==> config.mk <==
export PLATFORM = sky130hd
export DESIGN_NAME = bus_priority_arbiter
export DESIGN_NICKNAME = d
export VERILOG_FILES = /design/src/logic/soc_bus_pkg.sv /design/src/logic/bus_priority_arbiter.sv
export VERILOG_INCLUDE_DIRS = /design/src /design/src/include
export SDC_FILE = /design/constraint.sdc
export NUM_CORES = 1
export LEC_CHECK = 0
export BUFFER_PORTS_ARGS = -buffer_cell sky130_fd_sc_hd__buf_2
export CORE_AREA = 2 2 123 125
export CTS_BUF_LIST = sky130_fd_sc_hd__clkbuf_4 sky130_fd_sc_hd__clkbuf_8
export DETAILED_ROUTE_END_ITERATION = 10
export DIE_AREA = 0 0 125 127
export MAX_ROUTING_LAYER = met4
export PLACE_DENSITY = 0.51
export RECOVER_POWER = 25
export SETUP_SLACK_MARGIN = 0.4
export SYNTH_ARGS = -nofsm -noshare
export SYNTH_HDL_FRONTEND = slang
export SYNTH_SLANG_ARGS = --single-unit
==> constraint.sdc <==
create_clock -name i_clk -period 2.1 [get_ports i_clk]
set_input_delay 0 -clock i_clk [delete_from_list [all_inputs] [get_ports i_clk]]
set_output_delay 0 -clock i_clk [all_outputs]
set_load 0.01 [all_outputs]
==> src/include/soc_bus_cfg.svh <==
`ifndef SOC_BUS_CFG_SVH
`define SOC_BUS_CFG_SVH

// bus widths, word addressed
`define SOC_ADDR_W 30
`define SOC_DATA_W 32
`define SOC_SEL_W 4

// region field of the word address, 8 MB per region
`define SOC_REGION_MSB 29
`define SOC_REGION_LSB 21

// region codes, sized to the region field
`define SOC_MEM_REGION 9'h000
`define SOC_INFO_REGION 9'h001

// switch/led port sits alone on one word
`define SOC_SWLED_ADDR 30'h0040_0001

// scratch memory index width in words
`define SOC_MEM_ADDR_W 10

// identification word of the simple device
`define SOC_INFO_ID 32'h2019_1028

`endif

==> src/logic/soc_bus_pkg.sv <==
`include "soc_bus_cfg.svh"

package soc_bus_pkg;

    // word address, data word and byte lanes
    typedef logic [`SOC_ADDR_W-1:0] bus_addr_t;
    typedef logic [`SOC_DATA_W-1:0] bus_data_t;
    typedef logic [`SOC_SEL_W-1:0]  bus_sel_t;

    // request from a master, or the merged one from the arbiter
    typedef struct packed {
        logic      cyc;
        logic      stb;
        logic      we;
        bus_addr_t addr;
        bus_data_t data;
        bus_sel_t  sel;
    } bus_req_t;

    // response back to a master
    typedef struct packed {
        logic      ack;
        logic      stall;
        logic      err;
        bus_data_t data;
    } bus_rsp_t;

    // response of one slave, none of them stall
    typedef struct packed {
        logic      ack;
        bus_data_t data;
    } slave_rsp_t;

    // which master port holds the bus
    typedef enum logic {
        OWNER_A,
        OWNER_B
    } arb_owner_t;

endpackage

==> src/logic/bus_priority_arbiter.sv <==
`timescale 1ns/1ps

module bus_priority_arbiter (
    input  logic                  i_clk,
    input  logic                  i_rst_n,
    input  soc_bus_pkg::bus_req_t i_a_req,
    input  soc_bus_pkg::bus_req_t i_b_req,
    output soc_bus_pkg::bus_rsp_t o_a_rsp,
    output soc_bus_pkg::bus_rsp_t o_b_rsp,
    output soc_bus_pkg::bus_req_t o_req,
    input  soc_bus_pkg::bus_rsp_t i_rsp
);

    soc_bus_pkg::arb_owner_t owner_q;
    logic                    idle_q;
    soc_bus_pkg::arb_owner_t grant;
    logic                    grant_valid;
    logic                    owner_cyc;
    logic                    a_own;
    logic                    b_own;
    soc_bus_pkg::bus_req_t   sel_req;

    // response seen by one port, only the owner gets ack, err and data
    function automatic soc_bus_pkg::bus_rsp_t route_rsp(
        input logic                  own,
        input soc_bus_pkg::bus_rsp_t rsp
    );
        soc_bus_pkg::bus_rsp_t r;
        r.ack   = rsp.ack && own;
        r.err   = rsp.err && own;
        r.stall = !own || rsp.stall;
        r.data  = own ? rsp.data : '0;
        return r;
    endfunction

    assign owner_cyc = (owner_q == soc_bus_pkg::OWNER_A) ? i_a_req.cyc : i_b_req.cyc;

    // owner keeps the bus until it drops cyc, then A goes first
    always_comb begin
        if (!idle_q && owner_cyc) begin
            grant       = owner_q;
            grant_valid = 1'b1;
        end else if (i_a_req.cyc) begin
            grant       = soc_bus_pkg::OWNER_A;
            grant_valid = 1'b1;
        end else if (i_b_req.cyc) begin
            grant       = soc_bus_pkg::OWNER_B;
            grant_valid = 1'b1;
        end else begin
            grant       = owner_q;
            grant_valid = 1'b0;
        end
    end

    always_ff @(posedge i_clk) begin
        if (!i_rst_n) begin
            owner_q <= soc_bus_pkg::OWNER_A;
            idle_q  <= 1'b1;
        end else begin
            owner_q <= grant;
            idle_q  <= !grant_valid;
        end
    end

    assign a_own = grant_valid && (grant == soc_bus_pkg::OWNER_A);
    assign b_own = grant_valid && (grant == soc_bus_pkg::OWNER_B);

    assign sel_req = b_own ? i_b_req : i_a_req;

    // request path stays combinational, no added latency
    always_comb begin
        o_req     = sel_req;
        o_req.cyc = sel_req.cyc && grant_valid;
        o_req.stb = sel_req.stb && grant_valid;
    end

    assign o_a_rsp = route_rsp(a_own, i_rsp);
    assign o_b_rsp = route_rsp(b_own, i_rsp);

endmodule

# After elaboration in Yosys (flattened, before gate mapping)
# Index checks and enable logic that the tools add are counted.
# word_totals
ff_bits	2
output_inout_bits	139
# op_classes
n_mux	10
n_reduce_logical	15
n_bitwise	1
# op_table
cell	count
69-bit two-way mux	1
32-bit two-way mux	2
1-bit logical AND	9
1-bit two-way mux	7
1-bit zero test	4
1-bit logical OR	2
1-bit NOT	1

# Logic depth before layout (Yosys ltp)
# depth
depth_word	7
ltp_mapped	5

# Least setup slack after synthesis
# OpenSTA, ideal clock, no wires.
# synth_timing
path_type	register to output
start	register owner_q
end	output port o_req[59] (netlist bit)
n_path_buf	2
path_slack_ns	0.876
stages_incl_launch_ff	6
t_arrival_ns	1.224
cell_sequence	dfxtp_1 > nor2b_4 > o21ai_4 > buf_6 > buf_6 > mux2_4
# synth_lines
element	line_no	rtl
start: declaration	bus_priority_arbiter.sv:14	soc_bus_pkg::arb_owner_t owner_q;
start signal: assignment	bus_priority_arbiter.sv:57	owner_q <= soc_bus_pkg::OWNER_A;
start signal: assignment	bus_priority_arbiter.sv:60	owner_q <= grant;
end: declaration	bus_priority_arbiter.sv:10	output soc_bus_pkg::bus_req_t o_req,

==> summary.md <==
| Metric | Value |
|---|---|
| Period utilization | 0.847 |
| Clk_lat worst skew | ~0.21 ns |
| Slowest-stage cell, CP | nor2b_1 |
| Total power | 932 uW |
| Switch share | 0.403 |
| CTS tree | built |
| Largest area contributor in the netlist | mux2_2 |
| Clock power share | 0.165 |
| Final Hold Viols | 0 |
| Ant. Diodes | 0 |
| Antenna violations before repair | 0 |
| VDD IR-drop max | around 0.18 mV |
| Die Y-Extent | 127 microns |
| Max-slew violations | 0 |
| CP Buf/Inv Count | 3 |
| Syn Std Cell Area | around 1400 sq um |
| Root Driver | clkbuf_8 |
| I/O pin total | 314 |
| Synth top area share | 0.460 |
| Pin count of the biggest net entering global routing | 39 |
| Seq pwr share | 0.045 |
| Cells after Synth | 168 |
| Setup violations, final | 0 |
| Final Critical Period | 1.78 ns |
| GPL Wtd Cong | 0.859 |
| M2 GR Usage | 0.206 |
| Largest stage delay, worst path | 0.36 ns |
| Cell variety after synth | 17 |
| Num Clock Sinks | 2 |
| # placed instances | 659 |
| Met3 global-route usage | 0.0230 |
| Syn-to-layout area delta | 130% |
| Final Skew | 0.000466 ns |
| Slew @ Worst Pin | 0.405 ns |
| H-tree depth | 1 |
| Max Clk Rate | 0.562 GHz |
| CORE AREA | between 10000 and 15000 sq um |
| CP endpoint kind | output port |
| Layout cell share with drive strength beyond 1 | 0.788 |
| DRT Pass-1 Iters | 4 |
| Sequential-to-total area share from yosys stat | 0.0277 |
| Cell family with most CP delay | buffers and inverters |
| Yosys warns | 0 |
| Vias in the first global route | 2517 |
| Register bit count reported by yosys | 2 |
| First-pass GRT wire length | approximately 14 mm |
| NumNets Final | 659 |
| Port Buf Inserts | approximately 310 |
| Initial Util | 0.100 |
| Comb pwr share | 0.790 |
| WL/cell | ~15 microns |
| Startpoint Class | flip-flop |
| RSZ-0062 raised after global routing | true |
| DRT iter0 DRCs | 68 |
| CP max FO | 10 |
| TritonCTS Buffers | 3 |
| Dominant cells by area after synthesis | mux2_2 (46%), and2_1 (15%), and3_1 (15%), mux2_4 (8.3%), dfxtp_1 (2.8%) |
| Vias | around 2.5k |
| Die ar. | 15900 sq um |
| Rel. slew slack | 0.729 |
| Pleak | between 1.5 and 2 nW |
| Residual DRC | 0 |
| Min-Delay Path Class | in2reg |
| Final ANT Viol Nets | 0 |
| Max_cap viols | 0 |
| Multi-input logic area | about 1300 sq um |
| Die Wd | 125 microns |
| Vias/cell | 3.80 |
| Hpwl dp | approximately 8.7 mm |
| Switching Power | 375 uW |
| All-layer global routing usage | 0.116 |
| WL final | 10.0 mm |
| Met1 Use GR | 0.137 |
| Grt peak-use layer | met2 |
| Worst-path cell chain | nor2b_1, o21ai_4, buf_12, buf_4, mux2_2, buf_2 |
| Total gr overflow | 0 |
| Syn_nets | 343 |
| Layout fillers | 1656 |
| Fin cells | ~670 |
| Clock transition at path regs | 0.03 ns |
| Pint | between 500 and 600 uW |
| Sequential cell area | 40.0 sq um |
| Power per cell area | 281 nW/um^2 |
| WP data arrival | 1.78 ns |
| Clk buf depth | 2 |
| Row count | 44 |
| Outcome | complete, no violations |
| Synthesized area per cell | 8.59 sq um |
| Crit path kind | reg2out |
| Setup total negative slack | 0 ns |
| Critical Path RT | 2.10 ns |
registers in the layout, indices dropped and copies added, names as in the netlist:
signal   count
owner_q      1
idle_q       1
cell type report:
cell class | instances | area share
repair buffers | 328 | 0.514
inverters | 1 | 0.00113
well taps | 184 | 0.0693
clock buffers | 3 | 0.0124
flip-flops and latches | 2 | 0.0121
multi-input cells | 148 | 0.391
power groups by stage:
stage          logic (mW)  registers [mW]  clock network (mW)
2_1_floorplan       0.343          0.0426                   0
3_3_place_gp        0.733          0.0427                   0
3_5_place_dp        0.730          0.0428                   0
4_1_cts             0.742          0.0423               0.161
5_1_grt             0.788          0.0419               0.167
6_report            0.736          0.0416               0.154
final timing paths:
kind	slack (ns)	endpoint	depth (start not counted)	from
worst min-delay path	0.12	idle_q$_SDFF_PN1_	3	i_a_req[68]
worst max-delay path	0.32	o_req[48]	6	owner_q$_SDFF_PN0_
worst max register to register	0.78	owner_q$_SDFF_PN0_	5	owner_q$_SDFF_PN0_
worst min register to register	0.49	owner_q$_SDFF_PN0_	2	owner_q$_SDFF_PN0_
cell usage after synthesis:
| library cell | instances |
|---|---|
| nor2b_4 | 1 |
| buf_6 | 2 |
| and2_1 | 34 |
| nand2_1 | 3 |
| a31o_2 | 1 |
| mux2_4 | 8 |
| clkbuf_1 | 10 |
| buf_4 | 5 |
| o21ai_4 | 1 |
| dfxtp_1 | 2 |
| inv_2 | 1 |
| nand2b_1 | 2 |
| or2_2 | 2 |
| a21oi_1 | 2 |
| mux2_2 | 59 |
| a21boi_0 | 1 |
| and3_1 | 34 |
layer usage:
| metal | share of wire | vias to the layer above |
|---|---|---|
| met4 | 0.0081 | 0 |
| li1 | - | 1225 |
| met3 | 0.084 | 4 |
| met5 | 0 | - |
| met1 | 0.41 | 1125 |
| met2 | 0.50 | 176 |
through the flow:
| step | area [sq um] | util | hold WS (ns) | setup WS [ns] |
|---|---|---|---|---|
| 2_1_floorplan | 1440 | - | 0.0619 | 0.876 |
| 3_3_place_gp | 3240 | 0.225 | 0.183 | 0.455 |
| 3_5_place_dp | 3240 | 0.225 | 0.186 | 0.418 |
| 4_1_cts | 3320 | 0.230 | 0.122 | 0.413 |
| 5_1_grt | 3320 | 0.230 | 0.152 | 0.204 |
| 6_report | 3320 | 0.230 | 0.124 | 0.321 |
what timing repair did:
item | CTS | global route
gates cloned | 0 | 1
endpoints found under the hold margin | 1 | 0
pin swaps | 1 | 0
hold buffers | 1 | 0
setup endpoints to repair | 64 | 23
resized for setup | 0 | 2
setup buffers | 2 | 0
worst register-to-register path, delay by kind of cell (launching register included):
| kind | cells | cell delay, ns |
|---|---|---|
| simple gates | 1 | 0.36 |
| compound gates | 2 | 0.25 |
| buf+inv | 2 | 0.31 |
| flops | 1 | 0.31 |
layout by cell type, fill, tap and decap left out, types with 2 or more instances in the layout:
| cell type | Yosys | layout |
|---|---|---|
| and2_0 | 0 | 9 |
| and3_1 | 34 | 34 |
| clkbuf_8 | 0 | 3 |
| nand2_1 | 3 | 3 |
| dfxtp_1 | 2 | 2 |
| buf_2 | 0 | 290 |
| mux2_2 | 59 | 59 |
| nand2b_1 | 2 | 2 |
| buf_4 | 5 | 10 |
| or2_2 | 2 | 2 |
| and2_1 | 34 | 25 |
| mux2_4 | 8 | 8 |
| clkbuf_1 | 10 | 23 |
cells by family after synthesis:
family	count (synthesis)	synth area share
AO/OA/AOI/OAI	5	0.0295
multiplexers	67	0.543
flip-flops	2	0.0277
buffers and inverters	18	0.0702
AND/OR/NAND/NOR	76	0.329
Note: power is estimated with default switching activity, not from simulation.
