### src/include/soc_bus_cfg.svh
`ifndef SOC_BUS_CFG_SVH
`define SOC_BUS_CFG_SVH

// bus widths, word addressed
`define SOC_ADDR_W 30
`define SOC_DATA_W 32
`define SOC_SEL_W 4

// region field of the word address, 8 MB per region
`define SOC_REGION_MSB 29
`define SOC_REGION_LSB 21

// region codes, sized to the region field
`define SOC_MEM_REGION 9'h000
`define SOC_INFO_REGION 9'h001

// switch/led port sits alone on one word
`define SOC_SWLED_ADDR 30'h0040_0001

// scratch memory index width in words
`define SOC_MEM_ADDR_W 10

// identification word of the simple device
`define SOC_INFO_ID 32'h2019_1028

`endif

### src/logic/soc_bus_pkg.sv
`include "soc_bus_cfg.svh"

package soc_bus_pkg;

    // word address, data word and byte lanes
    typedef logic [`SOC_ADDR_W-1:0] bus_addr_t;
    typedef logic [`SOC_DATA_W-1:0] bus_data_t;
    typedef logic [`SOC_SEL_W-1:0]  bus_sel_t;

    // request from a master, or the merged one from the arbiter
    typedef struct packed {
        logic      cyc;
        logic      stb;
        logic      we;
        bus_addr_t addr;
        bus_data_t data;
        bus_sel_t  sel;
    } bus_req_t;

    // response back to a master
    typedef struct packed {
        logic      ack;
        logic      stall;
        logic      err;
        bus_data_t data;
    } bus_rsp_t;

    // response of one slave, none of them stall
    typedef struct packed {
        logic      ack;
        bus_data_t data;
    } slave_rsp_t;

    // which master port holds the bus
    typedef enum logic {
        OWNER_A,
        OWNER_B
    } arb_owner_t;

endpackage

### src/logic/bus_address_decoder.sv
`timescale 1ns/1ps
`include "soc_bus_cfg.svh"

module bus_address_decoder (
    input  logic                    i_clk,
    input  logic                    i_rst_n,
    input  soc_bus_pkg::bus_req_t   i_req,
    output soc_bus_pkg::bus_rsp_t   o_rsp,
    output logic                    o_mem_stb,
    output logic                    o_info_stb,
    output logic                    o_swled_stb,
    input  soc_bus_pkg::slave_rsp_t i_mem_rsp,
    input  soc_bus_pkg::slave_rsp_t i_info_rsp,
    input  soc_bus_pkg::slave_rsp_t i_swled_rsp,
    output logic                    o_bus_fault
);

    logic [`SOC_REGION_MSB:`SOC_REGION_LSB] region;
    logic                                   req_stb;
    logic                                   mem_sel;
    logic                                   info_sel;
    logic                                   swled_sel;
    logic                                   none_sel;
    logic                                   ack_q;
    logic                                   err_q;
    soc_bus_pkg::bus_data_t                 data_q;

    assign region  = i_req.addr[`SOC_REGION_MSB:`SOC_REGION_LSB];
    assign req_stb = i_req.cyc && i_req.stb;

    // address map
    assign mem_sel   = (region == `SOC_MEM_REGION);
    assign info_sel  = (region == `SOC_INFO_REGION);
    assign swled_sel = (i_req.addr == `SOC_SWLED_ADDR);
    assign none_sel  = !(mem_sel || info_sel || swled_sel);

    assign o_mem_stb   = req_stb && mem_sel;
    assign o_info_stb  = req_stb && info_sel;
    assign o_swled_stb = req_stb && swled_sel;

    // unmapped strobe, flagged in the cycle it is on the bus
    assign o_bus_fault = req_stb && none_sel;

    always_ff @(posedge i_clk) begin
        if (!i_rst_n) begin
            ack_q <= 1'b0;
            err_q <= 1'b0;
        end else begin
            ack_q <= i_info_rsp.ack || i_mem_rsp.ack || i_swled_rsp.ack;
            err_q <= o_bus_fault;
        end
    end

    // merged read data, info first, then memory, then switch/led
    always_ff @(posedge i_clk) begin
        if (i_info_rsp.ack) begin
            data_q <= i_info_rsp.data;
        end else if (i_mem_rsp.ack) begin
            data_q <= i_mem_rsp.data;
        end else if (i_swled_rsp.ack) begin
            data_q <= i_swled_rsp.data;
        end else begin
            data_q <= '0;
        end
    end

    // slaves never stall, stall to the masters comes from the arbiter
    assign o_rsp.ack   = ack_q;
    assign o_rsp.stall = 1'b0;
    assign o_rsp.err   = err_q;
    assign o_rsp.data  = data_q;

endmodule

### config.mk
export PLATFORM = sky130hd
export DESIGN_NAME = bus_address_decoder
export DESIGN_NICKNAME = d
export VERILOG_FILES = /design/src/logic/soc_bus_pkg.sv /design/src/logic/bus_address_decoder.sv
export VERILOG_INCLUDE_DIRS = /design/src /design/src/include
export SDC_FILE = /design/constraint.sdc
export NUM_CORES = 1
export LEC_CHECK = 0
export BUFFER_PORTS_ARGS = -buffer_cell sky130_fd_sc_hd__buf_2
export CAP_MARGIN = 40
export CORE_AREA = 2 2 82 84
export CTS_CLUSTER_SIZE = 14
export DETAILED_ROUTE_END_ITERATION = 10
export DIE_AREA = 0 0 84 86
export HOLD_SLACK_MARGIN = 0.12
export PLACE_DENSITY = 0.61
export SYNTH_ARGS = -nofsm -noshare
export SYNTH_HDL_FRONTEND = slang
export SYNTH_SLANG_ARGS = --single-unit
### constraint.sdc
create_clock -name i_clk -period 1.01 [get_ports i_clk]
set_input_delay 0.0505 -clock i_clk [delete_from_list [all_inputs] [get_ports i_clk]]
set_output_delay 0.0505 -clock i_clk [all_outputs]
set_load 0.005 [all_outputs]
# == Yosys cells after proc, flatten, opt, wreduce, memory -nomap -nowiden ==
# Cells that the tools add are included.
# Widths: inputs -> output; s select.
# classes
n_bitwise,0
magnitude_cmp,0
n_div,0
add_sub_neg,0
eq_ne,2
muxes,3
reduce_logical,11
mul,0
shift,0
# op_table
cell,n
$mux 32,3
$eq 30x23->1 const B,1
$eq 9x1->1 const B,1
$logic_not 9->1,1
$logic_and 1x1->1,5
$logic_or 1x1->1,4
$logic_not 1->1,1
# word_totals
latch_bits,0
memories,0
inputBits,170
rom_bits,0
out_inout_bits,39
ff_bits,34
ram_bits,0
word_cells,19

# == Depth between registers and ports, before layout ==
# Gate-level depths: netlist of run 1.
# depth
ltp_word,5
ltp_mapped,5
depth_no_buf,4

# == Worst setup path after synthesis of run 1 ==
# OpenSTA, ideal clock, no wires.
# synth_timing
path_kind,input to output
from,input i_req[61] in the netlist's numbering
to,output o_info_stb
slack_ns,0.184
path_buffers,0
path_stages,4
arrival_ns,0.775
path_cell_list,nor2_1 > nand3_1 > or4_1 > nor2_1
# synth_via
elab_chain_len,2
# synth_rtl
item,line,source
start: declaration,bus_address_decoder.sv:7,"input soc_bus_pkg::bus_req_t i_req,"
$eq 9x1->1 (no source line),--,
$logic_and 1x1->1,bus_address_decoder.sv:38,assign o_info_stb = req_stb && info_sel;
end: declaration,bus_address_decoder.sv:10,"output logic o_info_stb,"
# Every way passes these cells.

# == Worst setup path in the final report of run 1 ==
# layout_timing
from,input i_req[55] in the netlist's numbering
to,output o_swled_stb
# layout_via
elab_chain_len,2
# layout_rtl
item,line,source
$eq 30x23->1 (no source line),--,
$logic_and 1x1->1,bus_address_decoder.sv:39,assign o_swled_stb = req_stb && swled_sel;
end: declaration,bus_address_decoder.sv:11,"output logic o_swled_stb,"
# Every way passes these cells.

==> results of run 1 <==
## cells in the final DEF, fill, tap and decap left out, drive strengths merged
cell           n
a22oi         31
nor4           6
nand3          2
dlygate4sd3   99
nand2         35
conb           1
a21oi          3
inv            1
or4            1
clkbuf         7
nand4          1
o22ai          1
and4bb         1
bufinv         1
o21ai         32
dfxtp         34
nor2b          1
nor2           6
and3           1
o31a           1
buf          178
## kinds of logic (layout without fill, tap and decap cells)
| group | count (synthesis) | after routing | synth area share (%) |
|---|---|---|---|
| compound gates | 68 | 68 | 29.06 |
| buf+inv | 18 | 286 | 6.620 |
| flops | 34 | 34 | 46.78 |
| other cells | 1 | 1 | 0.2577 |
| simple gates | 54 | 54 | 17.28 |
## how the worst max path moves through the flow
stage	endpoint	slack [ns]	depth (start not counted)
after floorplan	o_info_stb	0.18	4
after global placement	o_bus_fault	-0.06	6
after detailed placement	o_info_stb	-0.08	6
after CTS	o_swled_stb	-0.03	5
after global routing	o_swled_stb	-0.16	5
final	o_swled_stb	-0.07	5
## report_power, final
group / switching (W) / internal (W)
clock: 0.000469 / 0.000738
combinational: 0.000390 / 0.000664
sequential: 0.0000258 / 0.00146
## stage by stage
step | TNS, ns | cell area [um^2] | hold WS [ns]
after floorplan | 0 | 1455 | 0.1321
after global placement | -0.1088 | 2407 | 0.2493
after detailed placement | -0.2454 | 2407 | 0.2549
after CTS | -0.06332 | 3600 | 0.07938
after global routing | -0.3257 | 3669 | 0.08897
final | -0.1143 | 3669 | 0.09415
## Yosys cell counts, drive strengths merged
master	n
a22oi	31
a21oi	3
o21ai	32
inv	1
buf	11
nor2b	1
and3	1
or4	1
o22ai	1
nor2	6
o31a	1
nor4	6
nand2	35
conb	1
dfxtp	34
nand4	1
nand3	2
and4bb	1
clkbuf	6
## final cells by class
type	count	share of cell area (%)
Multi-Input combinational cell	123	21.25
Sequential cell	34	18.55
Clock inverter	1	0.8186
Clock buffer	7	2.080
Timing Repair Buffer	277	54.57
Inverter	1	0.1023
Tap cell	77	2.626
## per-layer routing
metal  GRT usage, %  wire [um]  vias up
met5              0          0        -
met4          8.358        170        0
met3          6.641        607       18
met2          37.75       3979      131
met1          17.94       2422     1073
li1               -          -     1163
## timing repair
item	4_1_cts	5_1_grt
buffers inserted	0	0
resized for setup	17	11
setup endpoints to repair	4	4
pin swaps	4	6
gates cloned	0	0
endpoints found under the hold margin	34	1
## registers in the layout (all words and copies together) (netlist names)
name,cells
data_q,32
ack_q,1
err_q,1
==> results_dict.tcl, run 1 <==
set metrics [dict create \
    status "finished, violations left" \
    failed_checks "setup timing" \
    synth.top_cells.by_area "dfxtp_1 47%, a22oi_1 16%, o21ai_0 9.3%" \
    setup_slack_ns -0.06511 \
    grt_pass1_wl_um 11130 \
    slew_violations 0 \
    finalPower_w 0.003742 \
    vdd_drop_max_v 0.0006401 \
    whs_endpoint "err_q" \
    multi_input_area_um2 779.5 \
    rsz0062_at_grt "yes" \
    cts-root-buf "clkbuf_8" \
    place.gp.congestion 0.7324 \
    gr-usage-all-layers_pct 19.23 \
    p_leak_nw 1.756 \
    path_delay_family "simple AND/OR/NAND/NOR gates" \
    drt_iter0_drc 64 \
    slowest_stage "nor4_2" \
    wirelength_um 7179 \
    antenna_found_initial 0 \
    fin_crit_ns 1.075 \
    die_y_um 86 \
    clk_pin_slew_ns 0.06 \
    cp_num_buf_inv 2 \
    areaGrowthSynthToFinish_pct 152.1 \
    grt_max_degree 44 \
    place_ws_ns -0.08400 \
    tritoncts "built" \
    period_share_pct 106.4 \
    final_cells 520 \
    fillers 534 \
    crit_top_cell "buf_2" \
    clk_path_buf_depth 2 \
    hold_depth 3 \
    timing.fmax_mhz 930.1 \
    critPathArrivalTime_ns 1.02 \
    n_antenna_cell 0 \
    cp-end-kind "primary output" \
    final_nets 612 \
    utilization_pct 58.44 \
    path_max_fanout 2 \
    grt_pass1_vias 2533 \
    drt_first_pass_iters 4 \
    ant_nets 0 \
    vias 2385 \
    crit_required_ns 0.96 \
    postCtsHoldBufs 99 \
    timing_worst_setup_path_type "input pin to primary output" \
    ys_seq_area_share_pct 46.78 \
    crit_chain "buf_2 > nor4_4 > nand4_1 > nor4_2 > buf_2" \
    htreeDepth 2 \
    regArea_um2 680.7 \
    drc 0 \
    syn_area_um2 1455 \
    dp_hpwl_um 3925 \
    cp-start-kind "input pin" \
    synth_top_cell_area_share_pct 46.78 \
    startpoint "i_req[55]" \
    synth_area_leader_cell "dfxtp_1" \
    dp.cells 413 \
    synth.distinct_cells 22 \
    die_w_um 84 \
    clock-sinks 34 \
    layout-drive-gt1-share_pct 45.15 \
    num_rows 29 \
    hold_viol 0 \
    io_pins 209 \
    critical_path.max_stage_delay_ns 0.27 \
    start_util_pct 23.18 \
    coreArea_um2 6277 \
    syn-num-nets 345 \
    power.density_nw_per_um2 1020 \
    wl_per_cell_um 13.81 \
    hp-class "input pin to flop" \
    hp-start "i_req[65]" \
    synth.avg_cell_area_um2 8.315 \
    avgViaCountPerCell 4.587 \
    synth_warnings 0 \
    synth_cells 175 \
    setup_viol 4 \
    die_area_um2 7224 \
    max-cap-violations 0 \
    cts_buffers 5 \
    grt.overflow.total 0 \
    portBuffers 170 \
    ys_ff_latch 34 \
]
Note: power is estimated with default switching activity, not from simulation.
==> run 2: changes to the inputs <==
==> constraint.sdc (replaced) <==
create_clock -name i_clk -period 1.32 [get_ports i_clk]
set_input_delay 0.066 -clock i_clk [delete_from_list [all_inputs] [get_ports i_clk]]
set_output_delay 0.066 -clock i_clk [all_outputs]
set_load 0.005 [all_outputs]
==> run 2 against run 1 <==
The flow now finishes without violations. Total power shrank 30%. Utilization shrank 8.5 points. First-iteration DRC count fell by 31%. Critical path depth unchanged. Routed wire length decreased by 21%. Die area stayed put. Global-route usage fell by 3.6 points. Non-clock buffer count decreased by 36. Combinational power decreased by 34%. Sequential power down 24%. Clock-buffer cell count is 1 lower. Sequential cell count stayed put. Critical path type is now input pin to flop. Largest power group unchanged.
==> results_dict.tcl, run 2 (same netlist as run 1, synthesis figures left out) <==
set metrics [dict create \
    crit_chain "dlygate4sd3_1 > buf_2 > nand2_1 > o21ai_0 > dlygate4sd3_1" \
    avgViaCountPerCell 4.503 \
    final_common_cell "buf_2" \
    hold_viol 0 \
    cts_setup_buffers 0 \
    die_w_um 84 \
    cp-end-kind "flop" \
    layout-drive-gt1-share_pct 45.70 \
    rsz0062_at_grt "no" \
    timing_worst_setup_path_type "input pin to flop" \
    hp-class "input pin to flop" \
    tritoncts "built" \
    grt_max_degree 66 \
    gr-usage-all-layers_pct 15.63 \
    vdd_drop_max_v 0.0004797 \
    regMostFlops "data_q" \
    period_share_pct 95.69 \
    drt_iter0_drc 44 \
    dp_hpwl_um 3917 \
    p_leak_nw 1.582 \
    grt_pass1_vias 2176 \
    drt_first_pass_iters 4 \
    most-common-layout-cells "170 x buf_2, 67 x dlygate4sd3_1, 35 x nand2_1" \
    areaGrowthSynthToFinish_pct 115.3 \
    io_pins 209 \
    largest_registers "data_q x32, ack_q x1, err_q x1" \
    htreeDepth 2 \
    largest_reg_flops 32 \
    cts_buffers 5 \
    place.gp.congestion 0.7195 \
    die_area_um2 7224 \
    final_nets 576 \
    status "finished clean" \
    portBuffers 170 \
    grt_pass1_wl_um 9163 \
    drc 0 \
    path_delay_family "buffers and inverters" \
    timing.fmax_mhz 791.7 \
    wl_per_cell_um 11.71 \
    num_rows 29 \
    final_cells 485 \
    fin_tns_setup_ns 0 \
    antenna_found_initial 1 \
    fin_crit_ns 1.263 \
    postCtsHoldBufs 67 \
    clk_path_buf_depth 2 \
    crit_required_ns 1.49 \
    clock-sinks 34 \
    setup_viol 0 \
    start_util_pct 23.18 \
    slew_violations 0 \
    cts.repair.resized 0 \
    power.density_nw_per_um2 838.8 \
    dp.cells 409 \
    max-cap-violations 0 \
    die_y_um 86 \
    coreArea_um2 6277 \
    grt.overflow.total 0 \
    cts-root-buf "clkbuf_8" \
    wirelength_um 5681 \
    clk_pin_slew_ns 0.07 \
    path_max_fanout 1 \
    cp_num_buf_inv 3 \
    vias 2184 \
    critical_path.max_stage_delay_ns 0.57 \
    ant_nets 0 \
    cp-start-kind "input pin" \
    crit_top_cell "dlygate4sd3_1" \
    slowest_stage "dlygate4sd3_1" \
    critPathArrivalTime_ns 1.44 \
]
-- run 2: worst paths after layout --
check / endpoint / depth (start not counted) / slack, ns / start
hold / removal: data_q[26] / 3 / 0.13 / i_swled_rsp[26]
setup / recovery: data_q[12] / 5 / 0.06 / i_info_rsp[12]
-- run 2: power breakdown --
part           total, W  leakage (nW)  internal, W  switching (W)
Sequential      0.00113         0.286      0.00111      0.0000190
Combinational  0.000698          1.25     0.000445       0.000253
Clock          0.000798        0.0472     0.000419       0.000379
Total           0.00263          1.58      0.00198       0.000651
-- run 2: stage by stage --
stage	setup WS (ns)	utilization (%)	hold slack, ns	area [um^2]	total power (W)
final	0.05686	49.91	0.1269	3133	0.002628
after global routing	0.02139	49.87	0.1458	3131	0.002798
after CTS	0.09232	49.87	0.1314	3131	0.002665
after detailed placement	0.1997	37.67	0.2713	2365	0.001658
after global placement	0.2228	37.67	0.2657	2365	0.001646
after floorplan	0.4631	-	0.1631	1455	0.001342
-- run 2: final cells by class --
class / instances / area, um^2
antenna: 1 / 2.502
multi-input combinational: 123 / 678.2
clock inverter: 2 / 12.51
tap: 77 / 96.34
sequential: 34 / 680.7
clock buffer: 6 / 82.58
timing repair buffer: 241 / 1577
fill: 629 / 3144
inverter: 1 / 3.754
-- run 2: layer usage --
metal	up-vias	global-route usage, %	part of all wire (%)
met3	10	6.352	11
met5	-	0	0
met4	0	4.692	1.3
met1	976	15.65	36
met2	107	29.67	52
li1	1091	-	-
