==> src/include/soc_bus_cfg.svh <==
`ifndef SOC_BUS_CFG_SVH
`define SOC_BUS_CFG_SVH

// bus widths, word addressed
`define SOC_ADDR_W 30
`define SOC_DATA_W 32
`define SOC_SEL_W 4

// region field of the word address, 8 MB per region
`define SOC_REGION_MSB 29
`define SOC_REGION_LSB 21

// region codes, sized to the region field
`define SOC_MEM_REGION 9'h000
`define SOC_INFO_REGION 9'h001

// switch/led port sits alone on one word
`define SOC_SWLED_ADDR 30'h0040_0001

// scratch memory index width in words
`define SOC_MEM_ADDR_W 10

// identification word of the simple device
`define SOC_INFO_ID 32'h2019_1028

`endif

==> src/logic/soc_bus_pkg.sv <==
`include "soc_bus_cfg.svh"

package soc_bus_pkg;

    // word address, data word and byte lanes
    typedef logic [`SOC_ADDR_W-1:0] bus_addr_t;
    typedef logic [`SOC_DATA_W-1:0] bus_data_t;
    typedef logic [`SOC_SEL_W-1:0]  bus_sel_t;

    // request from a master, or the merged one from the arbiter
    typedef struct packed {
        logic      cyc;
        logic      stb;
        logic      we;
        bus_addr_t addr;
        bus_data_t data;
        bus_sel_t  sel;
    } bus_req_t;

    // response back to a master
    typedef struct packed {
        logic      ack;
        logic      stall;
        logic      err;
        bus_data_t data;
    } bus_rsp_t;

    // response of one slave, none of them stall
    typedef struct packed {
        logic      ack;
        bus_data_t data;
    } slave_rsp_t;

    // which master port holds the bus
    typedef enum logic {
        OWNER_A,
        OWNER_B
    } arb_owner_t;

endpackage

==> src/logic/switch_led_port.sv <==
`timescale 1ns/1ps

module switch_led_port (
    input  logic                    i_clk,
    input  logic                    i_rst_n,
    input  soc_bus_pkg::bus_req_t   i_req,
    input  logic                    i_stb,
    output soc_bus_pkg::slave_rsp_t o_rsp,
    input  logic [15:0]             i_switches,
    output logic [15:0]             o_leds
);

    logic [15:0]            sw_meta;
    logic [15:0]            sw_sync;
    logic [15:0]            leds_q;
    logic                   ack_q;
    soc_bus_pkg::bus_data_t rd_data;

    // two-flop synchroniser, switches are asynchronous
    always_ff @(posedge i_clk) begin
        sw_meta <= i_switches;
        sw_sync <= sw_meta;
        if (i_stb) begin
            rd_data <= {leds_q, sw_sync};
        end
    end

    always_ff @(posedge i_clk) begin
        if (!i_rst_n) begin
            leds_q <= '0;
            ack_q  <= 1'b0;
        end else begin
            ack_q <= i_stb;
            if (i_stb && i_req.we) begin
                leds_q <= i_req.data[15:0];
            end
        end
    end

    assign o_rsp.ack  = ack_q;
    assign o_rsp.data = rd_data;
    assign o_leds     = leds_q;

endmodule

==> config.mk <==
export PLATFORM = sky130hd
export DESIGN_NAME = switch_led_port
export DESIGN_NICKNAME = d
export VERILOG_FILES = /design/src/logic/soc_bus_pkg.sv /design/src/logic/switch_led_port.sv
export VERILOG_INCLUDE_DIRS = /design/src /design/src/include
export SDC_FILE = /design/constraint.sdc
export NUM_CORES = 1
export LEC_CHECK = 0
export ABC_AREA = 1
export ABC_CLOCK_PERIOD_IN_PS = 1400
export BUFFER_PORTS_ARGS = -buffer_cell sky130_fd_sc_hd__buf_4
export CAP_MARGIN = 20
export CORE_UTILIZATION = 35
export CTS_BUF_LIST = sky130_fd_sc_hd__clkbuf_8
export DETAILED_ROUTE_END_ITERATION = 10
export GPL_TIMING_DRIVEN = 0
export PLACE_DENSITY = 0.65
export SYNTH_ARGS = -nofsm -noshare
export SYNTH_HDL_FRONTEND = slang
export SYNTH_SLANG_ARGS = --single-unit
==> constraint.sdc <==
create_clock -name i_clk -period 1.4 [get_ports i_clk]
set_clock_uncertainty 0.05 [all_clocks]
set_input_delay 0.28 -clock i_clk [delete_from_list [all_inputs] [get_ports i_clk]]
set_output_delay 0.28 -clock i_clk [all_outputs]
set_load 0.02 [all_outputs]
# Word-level counts from Yosys, hierarchy flattened
# Index checks and enable logic that the tools add are counted.
dict set report word_totals {
  mem_bits_ro 0
  latchBits 0
  wordCells 6
  n_memories 0
  ff_bits 81
  out_inout_bits 49
  mem_bits_rw 0
}
dict set report op_classes {
  shift 0
  magnitude_cmp 0
  addsub 0
  n_reduce_logical 1
  n_eq_ne 0
  n_mul 0
  mux 0
  div_mod_pow 0
  bitwise 0
}
# op count
set op_table {}
lappend op_table {{logical AND 1 bit} 1}

# Logic depth before layout (Yosys ltp)
# Gate-level depths: netlist of the first run.
dict set report depth {
  depth_word 1
  depth_mapped 5
  ltp_nobuf 4
}

# Least setup slack after synthesis of the first run
# OpenSTA, ideal clock, no wires.
dict set report synth_path {
  path_kind {input-to-reg}
  startpoint {input port i_rst_n}
  endpoint {register leds_q[10] (netlist: o_leds[10])}
  t_arrival_ns 0.662
  setup_time_ns 0.113
  cell_stages 4
  required_ns 1.237
  slack_ns 0.576
  path_cell_list {buf_2 -> buf_4 -> nand2_1 -> nor2_1}
}
# element line_no
set synth_lines {}
lappend synth_lines {{start, declared} switch_led_port.sv:5} ;# input logic i_rst_n,
lappend synth_lines {{end signal, assigned} switch_led_port.sv:35} ;# leds_q <= i_req.data[15:0];
lappend synth_lines {{end, declared} switch_led_port.sv:15} ;# logic [15:0] leds_q;

# Final worst setup path of the first run
dict set report layout_path {
  startpoint {register ack_q}
  endpoint {output port o_rsp[32] (netlist name)}
}
# element line_no
set layout_lines {}
lappend layout_lines {{start, declared} switch_led_port.sv:16} ;# logic ack_q;
lappend layout_lines {{start signal, assigned} switch_led_port.sv:33} ;# ack_q <= i_stb;
lappend layout_lines {{end, declared} switch_led_port.sv:8} ;# output soc_bus_pkg::slave_rsp_t o_rsp,
# No word-level cell between the ends.

==> results of run 1 <==
==> worst max path at each step <==
| stage | depth (start not counted) | from | slack, ns | to |
|---|---|---|---|---|
| floorplan | 4 | i_rst_n | 0.58 | o_leds[10] |
| global placement | 5 | i_stb | 0.009 | o_leds[6] |
| detailed placement | 5 | i_stb | -0.01 | o_leds[8] |
| CTS | 2 | ack_q | 0.15 | o_rsp[32] |
| global route | 1 | rd_data[22] | 0.11 | o_rsp[22] |
| finish | 2 | ack_q | 0.17 | o_rsp[32] |
==> critical path, stage by stage (launching register included) <==
cell,delay (ns)
dfxtp_1,0.30
buf_4,0.12
buf_4,0.14
==> routing by layer <==
metal  up-vias  global-route usage, %  part of all wire [%]
met2        35                   22.2                    52
met1       657                   15.5                    43
met5         -                      0                     0
met3         4                   5.77                   4.8
met4         0                   6.74                  0.91
li1        747                      -                     -
==> through the flow <==
stage | setup slack (ns) | utilization [%]
6_report | 0.171 | 53.4
5_1_grt | 0.114 | 53.4
3_5_place_dp | -0.0109 | 47.5
3_3_place_gp | 0.00936 | 47.5
2_1_floorplan | 0.576 | -
4_1_cts | 0.148 | 53.4
==> cell families after synthesis <==
| logic type | Yosys count | share of synthesized area (%) |
|---|---|---|
| and+or+nand+nor | 66 | 11.2 |
| DFF | 81 | 83.8 |
| buffers and inverters | 23 | 4.92 |
==> cell usage after synthesis, drive strengths merged <==
cell type / number / share of area [%]
buf: 6 / 2.2
dfxtp: 49 / 42
edfxtp: 32 / 41
inv: 17 / 2.8
nand2: 34 / 6.1
nor2: 32 / 5.2
==> cell type report <==
cell class | count | area, um^2
Timing Repair Buffer | 99 | 783
Buffer | 6 | 50.0
Multi-Input combinational cell | 66 | 260
Clock inverter | 7 | 92.6
Clock buffer | 9 | 124
Inverter | 17 | 63.8
Fill cell | 596 | 2970
Sequential cell | 81 | 1940
Tap cell | 77 | 96.3
==> power by group through the flow <==
stage	Sequential, mW	Clock, mW	Combinational, mW
floorplan	2.80	0	0.0887
global placement	2.69	0	0.440
detailed placement	2.70	0	0.444
CTS	2.65	1.87	0.482
global route	2.66	2.00	0.513
finish	2.65	1.82	0.475
==> timing repair <==
action	in CTS	in global routing
buffers inserted	0	0
hold endpoints to repair	16	0
hold buffers	16	0
gates resized for setup	0	0
==> state kept, by name, summed over array words and instances (netlist names) <==
| name | flops |
|---|---|
| sw_sync | 16 |
| o_leds | 16 |
| rd_data | 32 |
| ack_q | 1 |
| sw_meta | 16 |
==> impl_metrics.py, run 1 <==
metrics = {
    "global_routing": {
        "gr-usage-all-layers_pct": 13.7,
        "grt_pass1_vias": 1445,
        "antenna_found_initial": 0,
        "grt_max_degree": 35,
        "grt_overflow": 0,
        "grt_pass1_wl_um": 7020,
    },
    "synthesis": {
        "synth_cell_types": 9,
        "ys_seq_area_share_pct": 83.8,
        "syn-cell-area_um2": 2320,
        "synth_area_per_cell_um2": 13.6,
        "synthesis.nets": 258,
        "syn_inst": 170,
        "ys_ff_latch": 81,
        "yosys_warnings": 0,
    },
    "critical_path": {
        "cp.required_ns": 1.07,
        "r2r-end": "o_leds[15]",
        "path_class": "flip-flop to primary output",
        "cp-end-kind": "primary output",
        "worst_setup_path_start_kind": "flip-flop",
        "crit_fanout": 1,
        "cp.arrival_ns": 0.90,
        "reg2regPathDepth": 4,
        "regToRegSetupSlack_ns": 0.67,
        "r2r_start": "o_leds[15]",
    },
    "placed_design": {
        "gp_congestion": 0.749,
        "placed_cell_area_um2": 3040,
        "dp_hpwl_um": 2850,
        "dp.cells": 330,
        "io_buffers": 83,
    },
    "floorplan": {
        "die_x_um": 83.3,
        "die_h_um": 83.3,
        "die_area_um2": 6950,
        "io_pins": 137,
        "rows": 29,
        "initial_core_util_pct": 36.3,
        "core_um2": 6390,
    },
    "route": {
        "wl_per_cell_um": 11.8,
        "drcViolationCount": 0,
        "first_pass_iters": 4,
        "vias_per_cell": 3.99,
        "drt_wl_total_um": 4260,
        "drtIter0Drc": 61,
        "final_antenna_net_count": 0,
        "dr_total_vias": 1443,
    },
    "run_status": {
        "outcome": "finished, final reports clean",
    },
    "min_path": {
        "hold_path_end": "o_leds[14]",
        "hold_path_class": "primary input to flip-flop",
        "hp-start": "i_req[18]",
        "holdPathStages": 3,
    },
    "clock_tree": {
        "cts_tree": "yes",
        "path_clk_slew_ns": 0.09,
        "h-tree-depth": 3,
        "clock-sinks": 81,
        "numCtsBuffers": 9,
        "clock_latency_ns": 0.33,
        "cts_root_buf": "clkbuf_8",
        "cts_buffer_depth": 2,
    },
    "sta": {
        "setup-tns-final_ns": 0,
        "relSlewSlack_pct": 69.6,
        "hold_slack_ns": 0.104,
        "max_clock_freq_ghz": 0.813,
        "fin_crit_ns": 1.23,
        "period_share_pct": 87.8,
        "max_slew.worst_pin.slew_ns": 0.457,
        "finalHoldViolCount": 0,
        "slew_violations": 0,
        "finalSetupViolations": 0,
        "rsz0062_at_grt": "no",
    },
    "cells_and_area": {
        "stdcell_count": 362,
        "areaGrowthSynthToFinish_pct": 47.3,
        "fin_nets": 368,
        "drive_above_1_share_pct": 37.9,
        "num_antenna_cells": 0,
        "final_cell_mix": "buf_4, dfxtp_1, nor2_1, edfxtp_1, nand2_1",
        "final_area_um2": 3410,
        "layout_commonest_cell": "buf_4",
    },
    "pwr": {
        "intPower_mw": 3.83,
        "ir_worst_vdd_uv": 844,
        "swShare_pct": 22.5,
        "seq_power_share_pct": 53.5,
        "p_comb_share_pct": 9.6,
        "leakage_nw": 1.58,
        "powerDensity_nw_per_um2": 1450,
        "power_mw": 4.94,
        "p_clk_share_pct": 36.8,
        "power_switching_mw": 1.11,
    },
    "flow_run": {
        "max-cap-violations": 0,
    },
}
(Power assumes the default switching activity.)
==> inputs of run 2 (changes only) <==
- ABC_AREA: 1 -> unset
==> impl_metrics.py, run 2 <==
metrics = {
    "sta": {
        "setup-tns-final_ns": 0,
        "period_share_pct": 87.4,
        "fin_crit_ns": 1.22,
        "finalHoldViolCount": 0,
        "rsz0062_at_grt": "no",
        "max_clock_freq_ghz": 0.817,
        "finalSetupViolations": 0,
        "max_slew.worst_pin.slew_ns": 0.440,
        "relSlewSlack_pct": 70.7,
        "slew_violations": 0,
    },
    "placed_design": {
        "placed_cell_area_um2": 3010,
        "gp_congestion": 0.683,
        "dp_hpwl_um": 2790,
        "io_buffers": 82,
    },
    "floorplan": {
        "die_area_um2": 6910,
        "die_x_um": 83.1,
        "io_pins": 137,
        "rows": 29,
        "die_h_um": 83.1,
        "initial_core_util_pct": 36.3,
        "core_um2": 6350,
    },
    "route": {
        "drcViolationCount": 0,
        "wl_per_cell_um": 12.6,
        "drtIter0Drc": 40,
        "drt_wl_total_um": 4190,
        "vias_per_cell": 4.38,
        "dr_total_vias": 1455,
        "first_pass_iters": 4,
        "final_antenna_net_count": 0,
    },
    "global_routing": {
        "gr-usage-all-layers_pct": 12.9,
        "antenna_found_initial": 0,
        "grt_overflow": 0,
        "grt_max_degree": 34,
        "grt_pass1_vias": 1446,
        "grt_pass1_wl_um": 6810,
    },
    "cells_and_area": {
        "top_register": "rd_data",
        "final_cell_mix": "buf_4, dfxtp_1, edfxtp_1",
        "num_antenna_cells": 0,
        "areaGrowthSynthToFinish_pct": 48.4,
        "layout_commonest_cell": "buf_4",
        "largest_register_ffs": 32,
        "utilization_pct": 53.8,
        "drive_above_1_share_pct": 46.3,
        "fin_nets": 338,
        "final_area_um2": 3420,
    },
    "critical_path": {
        "cp.arrival_ns": 0.89,
        "cp.depth": 2,
        "path_class": "flip-flop to primary output",
        "crit_buf_inv": 2,
        "regToRegSetupSlack_ns": 0.72,
        "worst_setup_path_start_kind": "flip-flop",
        "crit_path_frequent_cell": "buf_4",
        "setup.worst_path.end": "o_rsp[32]",
        "worstPathCellList": "buf_4 -> buf_4",
        "cp_slowest_cell": "dfxtp_1",
        "crit_fanout": 1,
        "critPathMaxStageDelay_ns": 0.30,
        "reg2regPathDepth": 2,
        "cpLargestDelayFamily": "flip-flops",
        "critPathLaunch": "ack_q",
        "r2r_start": "o_leds[3]",
        "r2r-end": "o_leds[3]",
        "cp.required_ns": 1.07,
        "cp-end-kind": "primary output",
    },
    "pwr": {
        "ir_worst_vdd_uv": 770,
        "seq_power_share_pct": 52.0,
        "intPower_mw": 3.97,
        "p_clk_share_pct": 39.6,
        "swShare_pct": 21.1,
        "powerDensity_nw_per_um2": 1470,
        "p_comb_share_pct": 8.3,
        "power_mw": 5.04,
        "leakage_nw": 1.45,
        "power_switching_mw": 1.06,
    },
    "clock_tree": {
        "cts_buffer_depth": 2,
        "clock_latency_ns": 0.33,
        "clock-sinks": 81,
        "cts_tree": "yes",
        "numCtsBuffers": 9,
        "cts_root_buf": "clkbuf_8",
        "path_clk_slew_ns": 0.08,
        "post_cts_buffers": 0,
        "h-tree-depth": 3,
        "post_cts_resized": 0,
        "ctsHoldBuffers": 16,
    },
    "synthesis": {
        "synthesis.nets": 229,
        "synth_cell_types": 11,
        "synth_top_area_share_pct": 42.6,
        "synth-main-ff-cell": "dfxtp_1",
        "yosys_warnings": 0,
        "synth_edf_count": 32,
        "syn_inst": 141,
        "yosysMostFrequentCell": "dfxtp_1",
        "synth.area.top_cells": "dfxtp_1, edfxtp_1, nand4_1, o21ai_2, nand2_1",
        "synth_area_per_cell_um2": 16.3,
        "synth_common_cells": "dfxtp_1, edfxtp_1, nand2_1, nand4_1, o21ai_2",
        "ys_seq_area_share_pct": 84.3,
        "synth_top_cell_by_area": "dfxtp_1",
        "syn-cell-area_um2": 2300,
        "async_flop_share_pct": 0,
        "ys_ff_latch": 81,
    },
    "run_status": {
        "outcome": "finished, final reports clean",
    },
    "flow_run": {
        "max-cap-violations": 0,
    },
    "min_path": {
        "hold_path_class": "primary input to flip-flop",
    },
}
[run 2: cell types whose count changed after synthesis, moves of 5 or more]
cell and delta:
nor2_1 -32, inv_1 -17, nand4_1 +16, nand2_1 -13
o21ai_2 +10, o21ai_0 +6, buf_2 +5, nand2_2 -5
[run 2: area by class of cell]
cell class	instances	area (um^2)
multi-input cells	50	293
repair buffers	98	776
plain buffers	10	67.6
flip-flops and latches	81	1940
clock buffers	9	124
fillers	537	2930
clock inverters	7	119
well taps	77	96.3
[run 2: layer usage]
| metal | global-route usage, % | vias to the layer above | part of all wire (%) |
|---|---|---|---|
| met5 | 0 | - | 0 |
| met4 | 7.05 | 0 | 1.9 |
| met3 | 4.97 | 10 | 6.1 |
| met2 | 21.4 | 50 | 51 |
| met1 | 14.3 | 673 | 41 |
| li1 | - | 722 | - |
[run 2: through the flow]
stage	setup WS [ns]	hold WS [ns]	instances
4_1_cts	0.156	0.102	332
5_1_grt	0.125	0.134	332
6_report	0.176	0.117	332
3_3_place_gp	-0.0616	0.260	300
3_5_place_dp	-0.101	0.262	300
2_1_floorplan	0.431	0.258	141
[run 2: cells by family (layout without fill, tap and decap cells)]
group / after synthesis / after routing / share of synthesized area, %
and+or+nand+nor: 34 / 34 / 7.61
buffers and inverters: 10 / 124 / 2.93
AOI/OAI and AO/OA: 16 / 16 / 5.11
DFF: 81 / 81 / 84.3
[run 2: worst min path at each step]
stage	slack [ns]	from	to	cells after the start
after detailed placement	0.26	sw_meta[12]	sw_sync[12]	0
after global routing	0.13	i_req[8]	o_leds[4]	3
after CTS	0.10	i_req[6]	o_leds[2]	3
after floorplan	0.26	i_switches[0]	sw_meta[0]	0
after global placement	0.26	sw_meta[10]	sw_sync[10]	0
final	0.12	i_req[6]	o_leds[2]	3
[run 2: power by group through the flow]
stage               sequential [mW]  combinational (mW)  clock, mW
floorplan                      2.77              0.0727          0
global placement               2.67               0.385          0
detailed placement             2.68               0.388          0
CTS                            2.62               0.425       2.06
global route                   2.63               0.448       2.16
finish                         2.62               0.419       2.00
[run 2: worst reg2reg max path, stage by stage (launching register included)]
cell,delay [ns]
dfxtp_1,0.36
nand2_1,0.05
o21ai_0,0.14
==> inputs of run 3 (changes only) <==
- CORE_ASPECT_RATIO: unset -> 0.7
==> impl_metrics.py, run 3 (synthesis gave the netlist of run 2 again) <==
metrics = {
    "run_status": {
        "outcome": "finished, final reports clean",
    },
    "route": {
        "drtIter0Drc": 47,
        "wl_per_cell_um": 13.3,
        "drcViolationCount": 0,
        "wl_met1_um": 1960,
        "dr_wl_met3_um": 290,
        "first_pass_iters": 4,
        "dr_total_vias": 1437,
        "drt_wl_total_um": 4420,
        "final_antenna_net_count": 0,
        "vias_per_cell": 4.32,
        "highest-signal-layer": "met4",
        "wl_met2_um": 2100,
    },
    "critical_path": {
        "crit_buf_inv": 1,
        "setup.worst_path.end": "o_rsp[25]",
        "cp-end-kind": "primary output",
        "cp.arrival_ns": 0.91,
        "worst_setup_path_start_kind": "flip-flop",
        "critPathLaunch": "rd_data[25]",
        "r2r_start": "o_leds[0]",
        "reg2regPathDepth": 2,
        "cp.required_ns": 1.07,
        "critPathMaxStageDelay_ns": 0.40,
        "worstPathCellList": "buf_4",
        "crit_fanout": 1,
        "r2r-end": "o_leds[0]",
        "cp.depth": 1,
        "path_class": "flip-flop to primary output",
        "cpLargestDelayFamily": "flip-flops",
        "cp_slowest_cell": "edfxtp_1",
        "regToRegSetupSlack_ns": 0.67,
    },
    "clock_tree": {
        "numCtsBuffers": 9,
        "clock_latency_ns": 0.34,
        "cts_buffer_depth": 2,
        "cts_tree": "yes",
        "clock-sinks": 81,
        "path_clk_slew_ns": 0.08,
        "cts_root_buf": "clkbuf_8",
        "post_cts_buffers": 0,
        "h-tree-depth": 3,
    },
    "sta": {
        "finalSetupViolations": 0,
        "max_slew.worst_pin.slew_ns": 0.434,
        "rsz0062_at_grt": "no",
        "period_share_pct": 88.9,
        "fin_crit_ns": 1.24,
        "slew_violations": 0,
        "finalHoldViolCount": 0,
        "relSlewSlack_pct": 71.1,
        "max_clock_freq_ghz": 0.803,
    },
    "cells_and_area": {
        "areaGrowthSynthToFinish_pct": 45.7,
        "utilization_pct": 53.4,
        "final_cell_mix": "buf_4, dfxtp_1, edfxtp_1",
        "fin_nets": 338,
        "largest_register_ffs": 32,
        "drive_above_1_share_pct": 46.3,
        "final_area_um2": 3350,
        "num_antenna_cells": 0,
        "top_register": "rd_data",
        "layout_commonest_cell": "buf_4",
    },
    "placed_design": {
        "gp_congestion": 0.658,
        "io_buffers": 82,
        "placed_cell_area_um2": 3020,
        "dp_hpwl_um": 2840,
    },
    "floorplan": {
        "rows": 24,
        "initial_core_util_pct": 36.7,
        "die_x_um": 98.9,
        "die_area_um2": 6910,
        "core_um2": 6280,
        "io_pins": 137,
        "die_h_um": 69.9,
    },
    "pwr": {
        "ir_worst_vdd_uv": 522,
        "leakage_nw": 1.41,
        "power_mw": 4.54,
        "powerDensity_nw_per_um2": 1350,
    },
    "flow_run": {
        "max-cap-violations": 0,
    },
    "global_routing": {
        "antenna_found_initial": 0,
        "grt_pass1_vias": 1346,
        "gr-usage-all-layers_pct": 13.7,
        "grt_overflow": 0,
        "grt_pass1_wl_um": 6830,
        "grt_max_degree": 34,
    },
    "min_path": {
        "hold_path_class": "primary input to flip-flop",
    },
}
-- run 3: changes by cell type in the layout (fill, tap and decap cells not counted) --
cell and change:
inv_6 +1, clkinv_1 +1, bufinv_16 -3, inv_1 -1
clkinvlp_4 +1, clkinv_4 +1
-- run 3: tightest hold or removal path, stage by stage --
cell     delay (ns)
buf_4          0.08
nand4_1        0.05
o21ai_0        0.07
-- run 3: worst min path at each step --
stage             startpoint           to  slack [ns]  cells after the start
2_1_floorplan  i_switches[0]   sw_meta[0]        0.26                      0
3_3_place_gp     sw_meta[13]  sw_sync[13]        0.26                      0
3_5_place_dp      sw_meta[0]   sw_sync[0]        0.26                      0
4_1_cts             i_req[8]    o_leds[4]        0.09                      3
5_1_grt             i_req[5]    o_leds[1]        0.10                      3
6_report            i_req[5]    o_leds[1]        0.11                      3
-- run 3: layout make-up --
| cell class | instances | area (um^2) |
|---|---|---|
| plain buffers | 10 | 67.6 |
| clock buffers | 9 | 124 |
| clock inverters | 7 | 53.8 |
| fillers | 536 | 2920 |
| multi-input cells | 50 | 293 |
| flip-flops and latches | 81 | 1940 |
| well taps | 78 | 97.6 |
| repair buffers | 98 | 776 |
-- run 3: where the power goes --
group	leakage (nW)	switching [mW]	internal [mW]
Sequential	0.731	0.0406	2.58
Combinational	0.594	0.215	0.207
Clock	0.0839	0.845	0.655
-- run 3: metrics by stage --
step	worst slack (ns)	setup TNS, ns	hold slack [ns]	instances
after floorplan	0.431	0	0.258	141
after global placement	-0.0764	-0.755	0.260	301
after detailed placement	-0.0965	-0.946	0.262	301
after CTS	0.141	0	0.0915	333
after global routing	0.119	0	0.102	333
final	0.155	0	0.114	333
-- run 3: layer usage --
metal / GRT usage, % / vias to the layer above
li1: - / 724
met1: 16.5 / 653
met2: 21.4 / 49
met3: 5.91 / 11
met4: 5.97 / 0
met5: 0 / -
-- run 3: timing repair --
action                                 4_1_cts  5_1_grt
endpoints found under the hold margin       16        0
hold buffers                                16        0
resized for setup                            0        0
